===== src/hdl/capture_pkg.sv =====
package capture_pkg;

   localparam int SAMPLE_W     = 16;
   localparam int ADDR_W       = 7;   // wide enough to hold FILL_WORDS itself
   localparam int BLOCK_LEN    = 8;
   localparam int FILL_WORDS   = 64;

   localparam int AQ_DEPTH     = 32;
   localparam int TX_DEPTH     = 16;

   // playback hysteresis on the transmit fill level
   localparam int TX_HIGH      = 12;
   localparam int TX_LOW       = 4;

   localparam int MEM_READ_LAT = 2;

   // derived widths for the count ports and the scheduler counters
   localparam int AQ_CNT_W     = $clog2(AQ_DEPTH + 1);
   localparam int TX_CNT_W     = $clog2(TX_DEPTH + 1);
   localparam int BLK_CNT_W    = $clog2(BLOCK_LEN);
   localparam int FLIGHT_W     = $clog2(MEM_READ_LAT + 2);

   typedef enum logic [2:0]
   {
      CAPTURE_WAIT,
      CAPTURE_MOVE,
      PLAYBACK,
      PLAYBACK_HOLD,
      FINISHED
   } sched_state_t;

   typedef enum logic
   {
      MEM_READ,
      MEM_WRITE
   } mem_op_t;

endpackage

===== src/hdl/capture_top.sv =====
module capture_top (
   input  logic                                write_clk,
   input  logic                                rst,
   input  logic                                start,

   input  logic                                in_valid,
   input  logic [capture_pkg::SAMPLE_W-1:0]    in_data,
   output logic                                in_ready,

   output logic                                out_valid,
   output logic [capture_pkg::SAMPLE_W-1:0]    out_data,
   input  logic                                out_ready,

   output logic                                filled,
   output logic                                done
);

   logic                                capture_en;
   logic                                aq_wr_valid;
   logic                                aq_wr_ready;
   logic                                aq_rd_valid;
   logic                                aq_rd_ready;
   logic [capture_pkg::SAMPLE_W-1:0]    aq_rd_data;
   logic [capture_pkg::AQ_CNT_W-1:0]    aq_count;

   logic                                cmd_ready;
   logic                                cmd_enable;
   capture_pkg::mem_op_t                cmd_op;
   logic [capture_pkg::ADDR_W-1:0]      cmd_address;
   logic [capture_pkg::SAMPLE_W-1:0]    cmd_wdata;

   logic                                rd_valid;
   logic [capture_pkg::SAMPLE_W-1:0]    rd_data;
   logic                                tx_wr_ready;
   logic [capture_pkg::TX_CNT_W-1:0]    tx_count;

   // input handshake is closed outside the capture window
   assign aq_wr_valid = in_valid && capture_en;
   assign in_ready    = aq_wr_ready && capture_en;

   sample_fifo #(
      .DEPTH (capture_pkg::AQ_DEPTH)
   ) aq_fifo (
      .write_clk (write_clk),
      .rst       (rst),
      .wr_valid  (aq_wr_valid),
      .wr_ready  (aq_wr_ready),
      .wr_data   (in_data),
      .rd_valid  (aq_rd_valid),
      .rd_ready  (aq_rd_ready),
      .rd_data   (aq_rd_data),
      .count     (aq_count)
   );

   block_scheduler block_scheduler (
      .write_clk   (write_clk),
      .rst         (rst),
      .start       (start),
      .capture_en  (capture_en),
      .aq_rd_valid (aq_rd_valid),
      .aq_rd_ready (aq_rd_ready),
      .aq_rd_data  (aq_rd_data),
      .aq_count    (aq_count),
      .cmd_ready   (cmd_ready),
      .cmd_enable  (cmd_enable),
      .cmd_op      (cmd_op),
      .cmd_address (cmd_address),
      .cmd_wdata   (cmd_wdata),
      .tx_count    (tx_count),
      .rd_valid    (rd_valid),
      .filled      (filled),
      .done        (done)
   );

   bulk_memory bulk_memory (
      .write_clk   (write_clk),
      .rst         (rst),
      .cmd_enable  (cmd_enable),
      .cmd_op      (cmd_op),
      .cmd_address (cmd_address),
      .cmd_wdata   (cmd_wdata),
      .cmd_ready   (cmd_ready),
      .rd_valid    (rd_valid),
      .rd_data     (rd_data)
   );

   // the read room rule keeps tx_wr_ready high whenever rd_valid arrives
   sample_fifo #(
      .DEPTH (capture_pkg::TX_DEPTH)
   ) tx_fifo (
      .write_clk (write_clk),
      .rst       (rst),
      .wr_valid  (rd_valid),
      .wr_ready  (tx_wr_ready),
      .wr_data   (rd_data),
      .rd_valid  (out_valid),
      .rd_ready  (out_ready),
      .rd_data   (out_data),
      .count     (tx_count)
   );

   a_tx_room: assert property (@(posedge write_clk) disable iff (rst)
      rd_valid |-> tx_wr_ready)
      else $error("transmit FIFO refused a read word");

endmodule


===== src/hdl/bulk_memory.sv =====
module bulk_memory (
   input  logic                                write_clk,
   input  logic                                rst,

   input  logic                                cmd_enable,
   input  capture_pkg::mem_op_t                cmd_op,
   input  logic [capture_pkg::ADDR_W-1:0]      cmd_address,
   input  logic [capture_pkg::SAMPLE_W-1:0]    cmd_wdata,
   output logic                                cmd_ready,

   output logic                                rd_valid,
   output logic [capture_pkg::SAMPLE_W-1:0]    rd_data
);

   logic [capture_pkg::SAMPLE_W-1:0]          mem [capture_pkg::FILL_WORDS];
   logic [$clog2(capture_pkg::FILL_WORDS)-1:0] word_addr;
   logic                                      busy;
   logic                                      take;
   logic [capture_pkg::MEM_READ_LAT-1:0]      pipe_valid;
   logic [capture_pkg::SAMPLE_W-1:0]          pipe_data [capture_pkg::MEM_READ_LAT];

   assign word_addr = cmd_address[$clog2(capture_pkg::FILL_WORDS)-1:0];
   assign take      = cmd_enable && cmd_ready;
   assign cmd_ready = !busy;

   assign rd_valid = pipe_valid[capture_pkg::MEM_READ_LAT-1];
   assign rd_data  = pipe_data[capture_pkg::MEM_READ_LAT-1];

   always_ff @(posedge write_clk or posedge rst)
   begin
      if (rst)
      begin
         busy       <= 1'b0;
         pipe_valid <= '0;
      end
      else
      begin
         busy          <= take;   // one dead cycle after every accepted command
         pipe_valid[0] <= take && (cmd_op == capture_pkg::MEM_READ);
         for (int i = 1; i < capture_pkg::MEM_READ_LAT; i++)
            pipe_valid[i] <= pipe_valid[i-1];
      end
   end

   // data side of the read pipe runs freely, the valid bits qualify it
   always_ff @(posedge write_clk)
   begin
      if (take && (cmd_op == capture_pkg::MEM_WRITE))
         mem[word_addr] <= cmd_wdata;
      pipe_data[0] <= mem[word_addr];
      for (int i = 1; i < capture_pkg::MEM_READ_LAT; i++)
         pipe_data[i] <= pipe_data[i-1];
   end

   // the scheduler's pointers must stay inside the stored region
   a_addr_range: assert property (@(posedge write_clk) disable iff (rst)
      take |-> (cmd_address < capture_pkg::FILL_WORDS))
      else $error("memory command address out of range");

endmodule


===== src/hdl/block_scheduler.sv =====
module block_scheduler (
   input  logic                                write_clk,
   input  logic                                rst,
   input  logic                                start,

   output logic                                capture_en,

   input  logic                                aq_rd_valid,
   output logic                                aq_rd_ready,
   input  logic [capture_pkg::SAMPLE_W-1:0]    aq_rd_data,
   input  logic [capture_pkg::AQ_CNT_W-1:0]    aq_count,

   input  logic                                cmd_ready,
   output logic                                cmd_enable,
   output capture_pkg::mem_op_t                cmd_op,
   output logic [capture_pkg::ADDR_W-1:0]      cmd_address,
   output logic [capture_pkg::SAMPLE_W-1:0]    cmd_wdata,

   input  logic [capture_pkg::TX_CNT_W-1:0]    tx_count,
   input  logic                                rd_valid,

   output logic                                filled,
   output logic                                done
);

   logic [1:0]                          start_sync;
   logic [capture_pkg::ADDR_W-1:0]      wr_ptr;
   logic [capture_pkg::ADDR_W-1:0]      rd_ptr;
   logic [capture_pkg::BLK_CNT_W-1:0]   blk_cnt;
   logic [capture_pkg::FLIGHT_W-1:0]    in_flight;
   logic [capture_pkg::TX_CNT_W:0]      tx_pending;
   capture_pkg::sched_state_t           state;
   logic                                cmd_idle;
   logic                                issue_write;
   logic                                issue_read;
   logic                                play_over;

   // the memory port is free only when nothing is waiting on it
   assign cmd_idle = cmd_ready && !cmd_enable;

   assign issue_write = (state == capture_pkg::CAPTURE_MOVE) && cmd_idle && aq_rd_valid;
   assign aq_rd_ready = issue_write;   // pop the word as its write command is registered

   // transmit fill plus words still coming back from the memory
   assign tx_pending = (capture_pkg::TX_CNT_W+1)'(tx_count)
                     + (capture_pkg::TX_CNT_W+1)'(in_flight);

   assign issue_read = (state == capture_pkg::PLAYBACK) && cmd_idle
                     && (rd_ptr < capture_pkg::FILL_WORDS)
                     && (tx_pending < capture_pkg::TX_HIGH);

   // done also waits for the transmit FIFO to drain
   assign play_over = (rd_ptr == capture_pkg::FILL_WORDS) && (in_flight == 0)
                    && (tx_count == 0);

   always_ff @(posedge write_clk or posedge rst)
   begin
      if (rst)
         start_sync <= 2'b00;
      else
         start_sync <= {start_sync[0], start};
   end

   always_ff @(posedge write_clk or posedge rst)
   begin
      if (rst)
         capture_en <= 1'b0;
      else if (wr_ptr == capture_pkg::FILL_WORDS)
         capture_en <= 1'b0;   // memory is full, no more samples taken in
      else if (start_sync[1])
         capture_en <= 1'b1;
   end

   always_ff @(posedge write_clk)
   begin
      if (issue_write)
      begin
         cmd_op      <= capture_pkg::MEM_WRITE;
         cmd_address <= wr_ptr;
         cmd_wdata   <= aq_rd_data;
      end
      else if (issue_read)
      begin
         cmd_op      <= capture_pkg::MEM_READ;
         cmd_address <= rd_ptr;
      end
   end

   always_ff @(posedge write_clk or posedge rst)
   begin
      if (rst)
      begin
         state      <= capture_pkg::CAPTURE_WAIT;
         cmd_enable <= 1'b0;
         wr_ptr     <= '0;
         rd_ptr     <= '0;
         blk_cnt    <= '0;
         in_flight  <= '0;
         filled     <= 1'b0;
         done       <= 1'b0;
      end
      else
      begin
         // cmd_ready was high when issued, so the command goes on the next edge
         cmd_enable <= issue_write || issue_read;

         if (issue_write)
            wr_ptr <= wr_ptr + 1'b1;
         if (issue_read)
            rd_ptr <= rd_ptr + 1'b1;

         case ({issue_read, rd_valid})
            2'b10:   in_flight <= in_flight + 1'b1;
            2'b01:   in_flight <= in_flight - 1'b1;
            default: in_flight <= in_flight;
         endcase

         case (state)
            capture_pkg::CAPTURE_WAIT:
            begin
               if (wr_ptr == capture_pkg::FILL_WORDS)
               begin
                  filled <= 1'b1;
                  state  <= capture_pkg::PLAYBACK;
               end
               else if (aq_count >= capture_pkg::BLOCK_LEN)
                  state <= capture_pkg::CAPTURE_MOVE;
            end
            capture_pkg::CAPTURE_MOVE:
            begin
               if (issue_write)
               begin
                  if (blk_cnt == capture_pkg::BLOCK_LEN - 1)
                  begin
                     blk_cnt <= '0;
                     state   <= capture_pkg::CAPTURE_WAIT;
                  end
                  else
                     blk_cnt <= blk_cnt + 1'b1;
               end
            end
            capture_pkg::PLAYBACK:
            begin
               if (play_over)
               begin
                  done  <= 1'b1;
                  state <= capture_pkg::FINISHED;
               end
               else if (tx_count >= capture_pkg::TX_HIGH)
                  state <= capture_pkg::PLAYBACK_HOLD;
            end
            capture_pkg::PLAYBACK_HOLD:
            begin
               if (play_over)
               begin
                  done  <= 1'b1;
                  state <= capture_pkg::FINISHED;
               end
               else if (tx_count < capture_pkg::TX_LOW)
                  state <= capture_pkg::PLAYBACK;
            end
            capture_pkg::FINISHED:
               state <= capture_pkg::FINISHED;   // no restart after a run
            default:
               state <= capture_pkg::CAPTURE_WAIT;
         endcase
      end
   end

   // a registered command must find the memory still ready
   a_cmd_ready: assert property (@(posedge write_clk) disable iff (rst)
      cmd_enable |-> cmd_ready)
      else $error("command issued while memory busy");

   a_in_flight: assert property (@(posedge write_clk) disable iff (rst)
      in_flight <= capture_pkg::MEM_READ_LAT + 1)
      else $error("too many reads in flight");

endmodule


===== src/hdl/sample_fifo.sv =====
module sample_fifo #(
   parameter int DEPTH = 16
) (
   input  logic                                write_clk,
   input  logic                                rst,

   input  logic                                wr_valid,
   output logic                                wr_ready,
   input  logic [capture_pkg::SAMPLE_W-1:0]    wr_data,

   output logic                                rd_valid,
   input  logic                                rd_ready,
   output logic [capture_pkg::SAMPLE_W-1:0]    rd_data,

   output logic [$clog2(DEPTH+1)-1:0]          count
);

   logic [capture_pkg::SAMPLE_W-1:0] mem [DEPTH];
   logic [$clog2(DEPTH)-1:0]         wr_ptr;
   logic [$clog2(DEPTH)-1:0]         rd_ptr;
   logic                             push;
   logic                             pop;

   assign wr_ready = (count < DEPTH);
   assign rd_valid = (count != 0);
   assign rd_data  = mem[rd_ptr];   // first-word fall-through from the array

   assign push = wr_valid && wr_ready;
   assign pop  = rd_valid && rd_ready;

   always_ff @(posedge write_clk)
   begin
      if (push)
         mem[wr_ptr] <= wr_data;
   end

   always_ff @(posedge write_clk or posedge rst)
   begin
      if (rst)
      begin
         wr_ptr <= '0;
         rd_ptr <= '0;
         count  <= '0;
      end
      else
      begin
         if (push)
            wr_ptr <= (wr_ptr == DEPTH - 1) ? '0 : wr_ptr + 1'b1;
         if (pop)
            rd_ptr <= (rd_ptr == DEPTH - 1) ? '0 : rd_ptr + 1'b1;

         // a push and a pop on the same edge leave the fill level alone
         case ({push, pop})
            2'b10:   count <= count + 1'b1;
            2'b01:   count <= count - 1'b1;
            default: count <= count;
         endcase
      end
   end

   a_count_bound: assert property (@(posedge write_clk) disable iff (rst)
      count <= DEPTH)
      else $error("sample_fifo count above depth");

endmodule


===== config.mk =====
export PLATFORM = sky130hd
export DESIGN_NAME = capture_top
export DESIGN_NICKNAME = d
export VERILOG_FILES = /design/src/hdl/capture_pkg.sv /design/src/hdl/capture_top.sv /design/src/hdl/bulk_memory.sv /design/src/hdl/block_scheduler.sv /design/src/hdl/sample_fifo.sv
export SDC_FILE = /design/constraint.sdc
export NUM_CORES = 2
export LEC_CHECK = 0
export BUFFER_PORTS_ARGS = -buffer_cell sky130_fd_sc_hd__buf_2
export CAP_MARGIN = 20
export CORE_MARGIN = 5
export CORE_UTILIZATION = 57
export DETAILED_ROUTE_END_ITERATION = 8
export GPL_TIMING_DRIVEN = 0
export PLACE_DENSITY = 0.82
export SETUP_SLACK_MARGIN = 0.02
export SYNTH_ARGS = -nofsm -noshare
export SYNTH_HDL_FRONTEND = slang
export SYNTH_SLANG_ARGS = --single-unit

===== constraint.sdc =====
create_clock -name write_clk -period 3.95 [get_ports write_clk]
set_input_delay 0.1975 -clock write_clk [delete_from_list [all_inputs] [get_ports write_clk]]
set_output_delay 0.1975 -clock write_clk [all_outputs]
set_load 0.01 [all_outputs]

==> results of run 1 <==
[repair_timing]
item | 4_1_cts | 5_1_grt
endpoints found under the hold margin | 534 | 0
endpoints found under the setup margin | 11 | 8
gates resized for setup | 2 | 11
hold buffers | 21 | 0
[per-layer routing]
| layer | GRT usage (%) |
|---|---|
| met1 | 37.3 |
| met2 | 44.0 |
| met3 | 7.00 |
| met4 | 12.0 |
| met5 | 0 |
[stage by stage]
| stage | TNS, ns | setup slack, ns | util [%] | std cells |
|---|---|---|---|---|
| 2_1_floorplan | 0 | 0.600 | - | 3250 |
| 3_3_place_gp | -0.0875 | -0.0875 | 59.1 | 4952 |
| 3_5_place_dp | 0 | 0.106 | 60.6 | 5046 |
| 4_1_cts | 0 | 0.0307 | 65.4 | 5406 |
| 5_1_grt | -0.0183 | -0.0183 | 65.4 | 5410 |
[synthesized netlist by cell type, types with 12 or more instances]
cell,number,area [um^2]
xnor2_1,16,140
o21ai_0,38,190
nand3_1,24,120
o22ai_1,46,288
nor2b_1,21,131
mux2_2,21,236
dfrtp_1,60,1500
ha_1,29,363
buf_4,32,240
clkbuf_1,77,289
mux4_2,500,11300
buf_2,29,145
mux2i_1,49,490
inv_1,21,78.8
a21o_1,12,90.1
edfxtp_1,1814,54500
nor2_1,140,526
nand2_1,86,323
a21oi_1,12,60.1
buf_1,25,93.8
nor3_1,19,95.1
dfxtp_1,39,781
a211oi_1,21,158
[logic make-up after synthesis]
group,Yosys count,share of synthesized area [%]
multiplexers,570,16.4
adder cells (fa/ha/maj),31,0.551
XOR/XNOR,25,0.300
AO/OA/AOI/OAI,177,1.66
AND/OR/NAND/NOR,348,2.20
buffers and inverters,186,1.19
flip-flops,1913,77.7
==> run_results.csv, run 1 <==
group,metric,value,unit
placement,dpl_cell_area,77300,um^2
clock_tree,clockBufferDepth,3,
grt,grt_overflow,0,
yosys,syn_nets,3302,
grt,grt_pass1_vias,38000,
yosys,synth_enable_flop_cells,1814,
clock_tree,clock-sinks,1913,
floorplan,rows,131,
floorplan,die_w,368,um
yosys,syn-mean-instance-area,22.5,um^2
yosys,ys_seq_area_share,77.7,%
run_status,stop_stage,"detailed routing",
yosys,syn-instance-count,3250,
floorplan,io_pins,41,
clock_tree,numCtsBuffers,179,
placement,dp_hpwl,111,mm
grt,antenna_found_initial,4,
clock_tree,root_buffer,"clkbuf_16",
sta,worstEndpointGrtRepair,"bulk_memory.pipe_data[0][3]$_DFF_P_/D",
floorplan,die_h,368,um
run_status,outcome,"aborted with a tool error",
run_status,error_line,"Error: _0332_ 1 pin not visited #guides = 48",
grt,track_usage,27.7,%
grt,grt_pass1_wl,270,mm
placement,gp_congestion,0.953,
yosys,yosysUniqueCellTypes,56,
floorplan,initial_utilization,57.3,%
clock_tree,htreeDepth,4,
yosys,syn_area,73100,um^2
placement,io_buffers,40,
grt,grt_max_degree,40,
yosys,ys_ff_latch,1913,
yosys,ys.flop_type,"edfxtp_1",
clock_tree,post-cts-setup-buffers,0,
yosys,async_reset_ff_share,3.14,%
sta,worst-ep-kind,"sequential cell input",
yosys,yosysWarnings,0,
==> inputs of run 2 (changes only) <==
- CORE_UTILIZATION: 57 -> 40
- PLACE_DENSITY: 0.82 -> not set
- PLACE_DENSITY_LB_ADDON: not set -> 0.15
- SETUP_SLACK_MARGIN: 0.02 -> not set
==> run 2 against run 1 <==
  * The flow now finishes without violations
  * Global-route usage is 8.8 points lower
  * Synthesized cell count stayed put
  * Synthesized area stayed put
==> run_results.csv, run 2 <==
group,metric,value,unit
run_status,outcome,"finished, final reports clean",
setup_path,arrival,4.51,ns
layout,regMostFlops,"bulk_memory.mem",
route,drt_iter0_drc,3401,
placement,io_buffers,40,
power_and_ir_drop,power_frac_clock,29.1,%
clock_tree,clk_latency,0.84,ns
route,drtAntennaViolNets,0,
setup_path,slowest_delay,0.68,ns
clock_tree,root_buffer,"clkbuf_16",
floorplan,die_w,437,um
sta,rsz0062_at_grt,"no",
sta,fin_skew,0.0678,ns
clock_tree,htreeDepth,4,
setup_path,critPathBufInv,3,
yosys,synth_top_cell_area_share,74.6,%
yosys,syn_nets,3302,
layout,top_regs,"bulk_memory.mem (1024), aq_fifo.mem (512), tx_fifo.mem (256)",
route,vias,34400,
layout,largest_reg_flops,1024,
yosys,syn-mean-instance-area,22.5,um^2
floorplan,dieArea,191000,um^2
clock_tree,cts_tree,"built",
sta,hold_viol_final,0,
setup_path,cp-end-kind,"register",
setup_path,worstRegToRegCells,8,
yosys,ys_seq_area_share,77.7,%
floorplan,io_pins,41,
min_path,hp-start,"in_valid",
yosys,yosysUniqueCellTypes,56,
sta,fin_crit_sh,97.7,%
setup_path,r2r_setup_slack,0.09,ns
floorplan,die_h,437,um
sta,fin_ws,0.0917,ns
min_path,hold-path-endpoint,"aq_fifo.wr_ptr[4]",
clock_tree,clockBufferDepth,3,
sta,fmax,259,MHz
layout,diodes,0,
setup_path,crit_slowest_cell,"a211oi_1",
route,drcViolationCount,0,
power_and_ir_drop,combPwrFrac,29.1,%
setup_path,start_kind,"register",
yosys,syn_area,73100,um^2
floorplan,coreArea,181000,um^2
min_path,holdPathStages,5,
yosys,yosysWarnings,0,
placement,gp_congestion,0.794,
setup_path,path_class,"register to register",
yosys,yosysMostFrequentCell,"edfxtp_1",
yosys,synth.largest_area_cell,"edfxtp_1",
grt,grt_pass1_vias,35300,
power_and_ir_drop,p_total,63.8,mW
grt,grt_pass1_wl,261,mm
sta,tns,0,ns
placement,dp_slack,-0.330,ns
setup_path,worstPathMaxFanout,10,
min_path,min_path_type,"input port to register",
route,route.detailed.wl_per_inst,29.2,um
grt,grt_max_degree,61,
layout,drive_above_1_share,31.0,%
yosys,syn-instance-count,3250,
power_and_ir_drop,swShare,31.3,%
sta,tightest_slew,1.13,ns
clock_tree,clock-sinks,1913,
setup_path,path_cells,"buf_2 -> clkbuf_1 -> or3_1 -> buf_1 -> o22ai_1 -> a211oi_1 -> nand3_1 -> o21ai_0",
route,viasPerCell,5.55,
yosys,synth.area.top_cells,"edfxtp_1, mux4_2, dfrtp_1",
yosys,ys.flop_type,"edfxtp_1",
layout,layout_commonest_cell,"edfxtp_1",
floorplan,rows,156,
power_and_ir_drop,p_seq_share,41.8,%
layout,fill_cells,14800,
sta,drv_slew,0,
grt,track_usage,18.9,%
power_and_ir_drop,p_int,43.9,mW
power_and_ir_drop,p_per_area,741,nW/um^2
setup_path,worstReg2RegEnd,"bulk_memory.pipe_data[0][12]",
yosys,async_reset_ff_share,3.14,%
setup_path,path_delay_family,"buffers and inverters",
yosys,synth_enable_flop_cells,1814,
layout,seq_area,56800,um^2
layout,final_nets,3716,
clock_tree,numCtsBuffers,199,
power_and_ir_drop,peakVddDrop,0.471,mV
layout,syn_to_final_growth,17.8,%
route,routed_wirelength,181,mm
layout,multiInputGateArea,15700,um^2
layout,layout_common_cells,"edfxtp_1, mux4_2, clkbuf_16",
clock_tree,post-cts-setup-buffers,0,
floorplan,initial_utilization,40.3,%
grt,grt_overflow,0,
yosys,synthTopCellsByCount,"edfxtp_1, mux4_2, nor2_1, nand2_1, clkbuf_1",
grt,antenna_found_initial,1,
placement,dp_hpwl,123,mm
sta,setup_viol,0,
sta,min_period,3.86,ns
yosys,ys_ff_latch,1913,
power_and_ir_drop,p_leak,27.3,nW
route,dr.pass1.iters,5,
clock_tree,path_clk_slew,0.06,ns
setup_path,cp.required,4.60,ns
power_and_ir_drop,p_sw,20.0,mW
job,cap_viol_max_count,0,
sta,relSlewSlack,24.4,%
[run 2: cell counts after synthesis]
No cell type changed its count.
[run 2: metal layers]
layer / global-route usage, % / routed length (um)
met1: 27.6 / 81100
met2: 29.9 / 86500
met3: 2.87 / 8880
met4: 5.25 / 4730
met5: 0 / 0
[run 2: worst max path at each step]
stage	startpoint	endpoint	slack [ns]	cells after the start
after global placement	tx_fifo.count[4]	tx_fifo.mem[3][3]	-0.61	4
after CTS	tx_fifo.rd_ptr[0]	out_data[7]	0.005	6
after detailed placement	register	bulk_memory.pipe_data[0][8]	-0.33	8
after floorplan	block_scheduler.state[1]	aq_fifo.count[5]	0.60	12
after global routing	register	bulk_memory.pipe_data[0][12]	0.04	8
final	register	bulk_memory.pipe_data[0][12]	0.09	8
[run 2: cells by family (layout without fill, tap and decap cells)]
| logic type | Yosys count | count (layout) | share of synthesized area, % |
|---|---|---|---|
| xor gates and xnor gates | 25 | 25 | 0.300 |
| DFF | 1913 | 1913 | 77.7 |
| and+or+nand+nor | 348 | 348 | 2.20 |
| AOI/OAI and AO/OA | 177 | 177 | 1.66 |
| adders and majority gates | 31 | 31 | 0.551 |
| muxes | 570 | 570 | 16.4 |
| buffers and inverters | 186 | 770 | 1.19 |
[run 2: power by group through the flow]
stage	clock, mW	sequential [mW]	combinational [mW]
floorplan	0	27.1	10.2
global placement	0	28.6	15.9
finish	18.6	26.7	18.6
detailed placement	0	27.2	18.7
global route	19.8	26.9	19.7
CTS	19.0	26.7	18.8
[run 2: final cells by class]
type | instances | area share, %
clock inverter | 112 | 1.33
multi-input combinational | 1151 | 18.3
buffer | 165 | 0.950
inverter | 21 | 0.0945
clock buffer | 259 | 6.23
tap | 2370 | 3.44
timing repair buffer | 213 | 3.73
sequential | 1913 | 65.9
[run 2: worst min-delay path, cell delays in order]
cell,delay (ns)
buf_2,0.09
and2_1,0.17
clkbuf_1,0.22
nand2_1,0.11
nand2_1,0.04
[run 2: what timing repair did]
item,CTS,global route
endpoints found under the hold margin,577,0
resized for setup,12,4
gates cloned,0,0
hold buffers,20,0
endpoints found under the setup margin,23,8
[run 2: through the flow]
| stage | util (%) | hold WS, ns | area, um^2 | instances |
|---|---|---|---|---|
| after floorplan | - | 0.229 | 73100 | 3250 |
| after global placement | 42.1 | 0.309 | 76200 | 5660 |
| after detailed placement | 43.8 | 0.307 | 79300 | 5811 |
| after CTS | 47.5 | 0.0179 | 86100 | 6202 |
| after global routing | 47.5 | 0.0910 | 86100 | 6204 |
| final | 47.5 | 0.0499 | 86100 | 6204 |
Power figures use the tool's default switching activity.
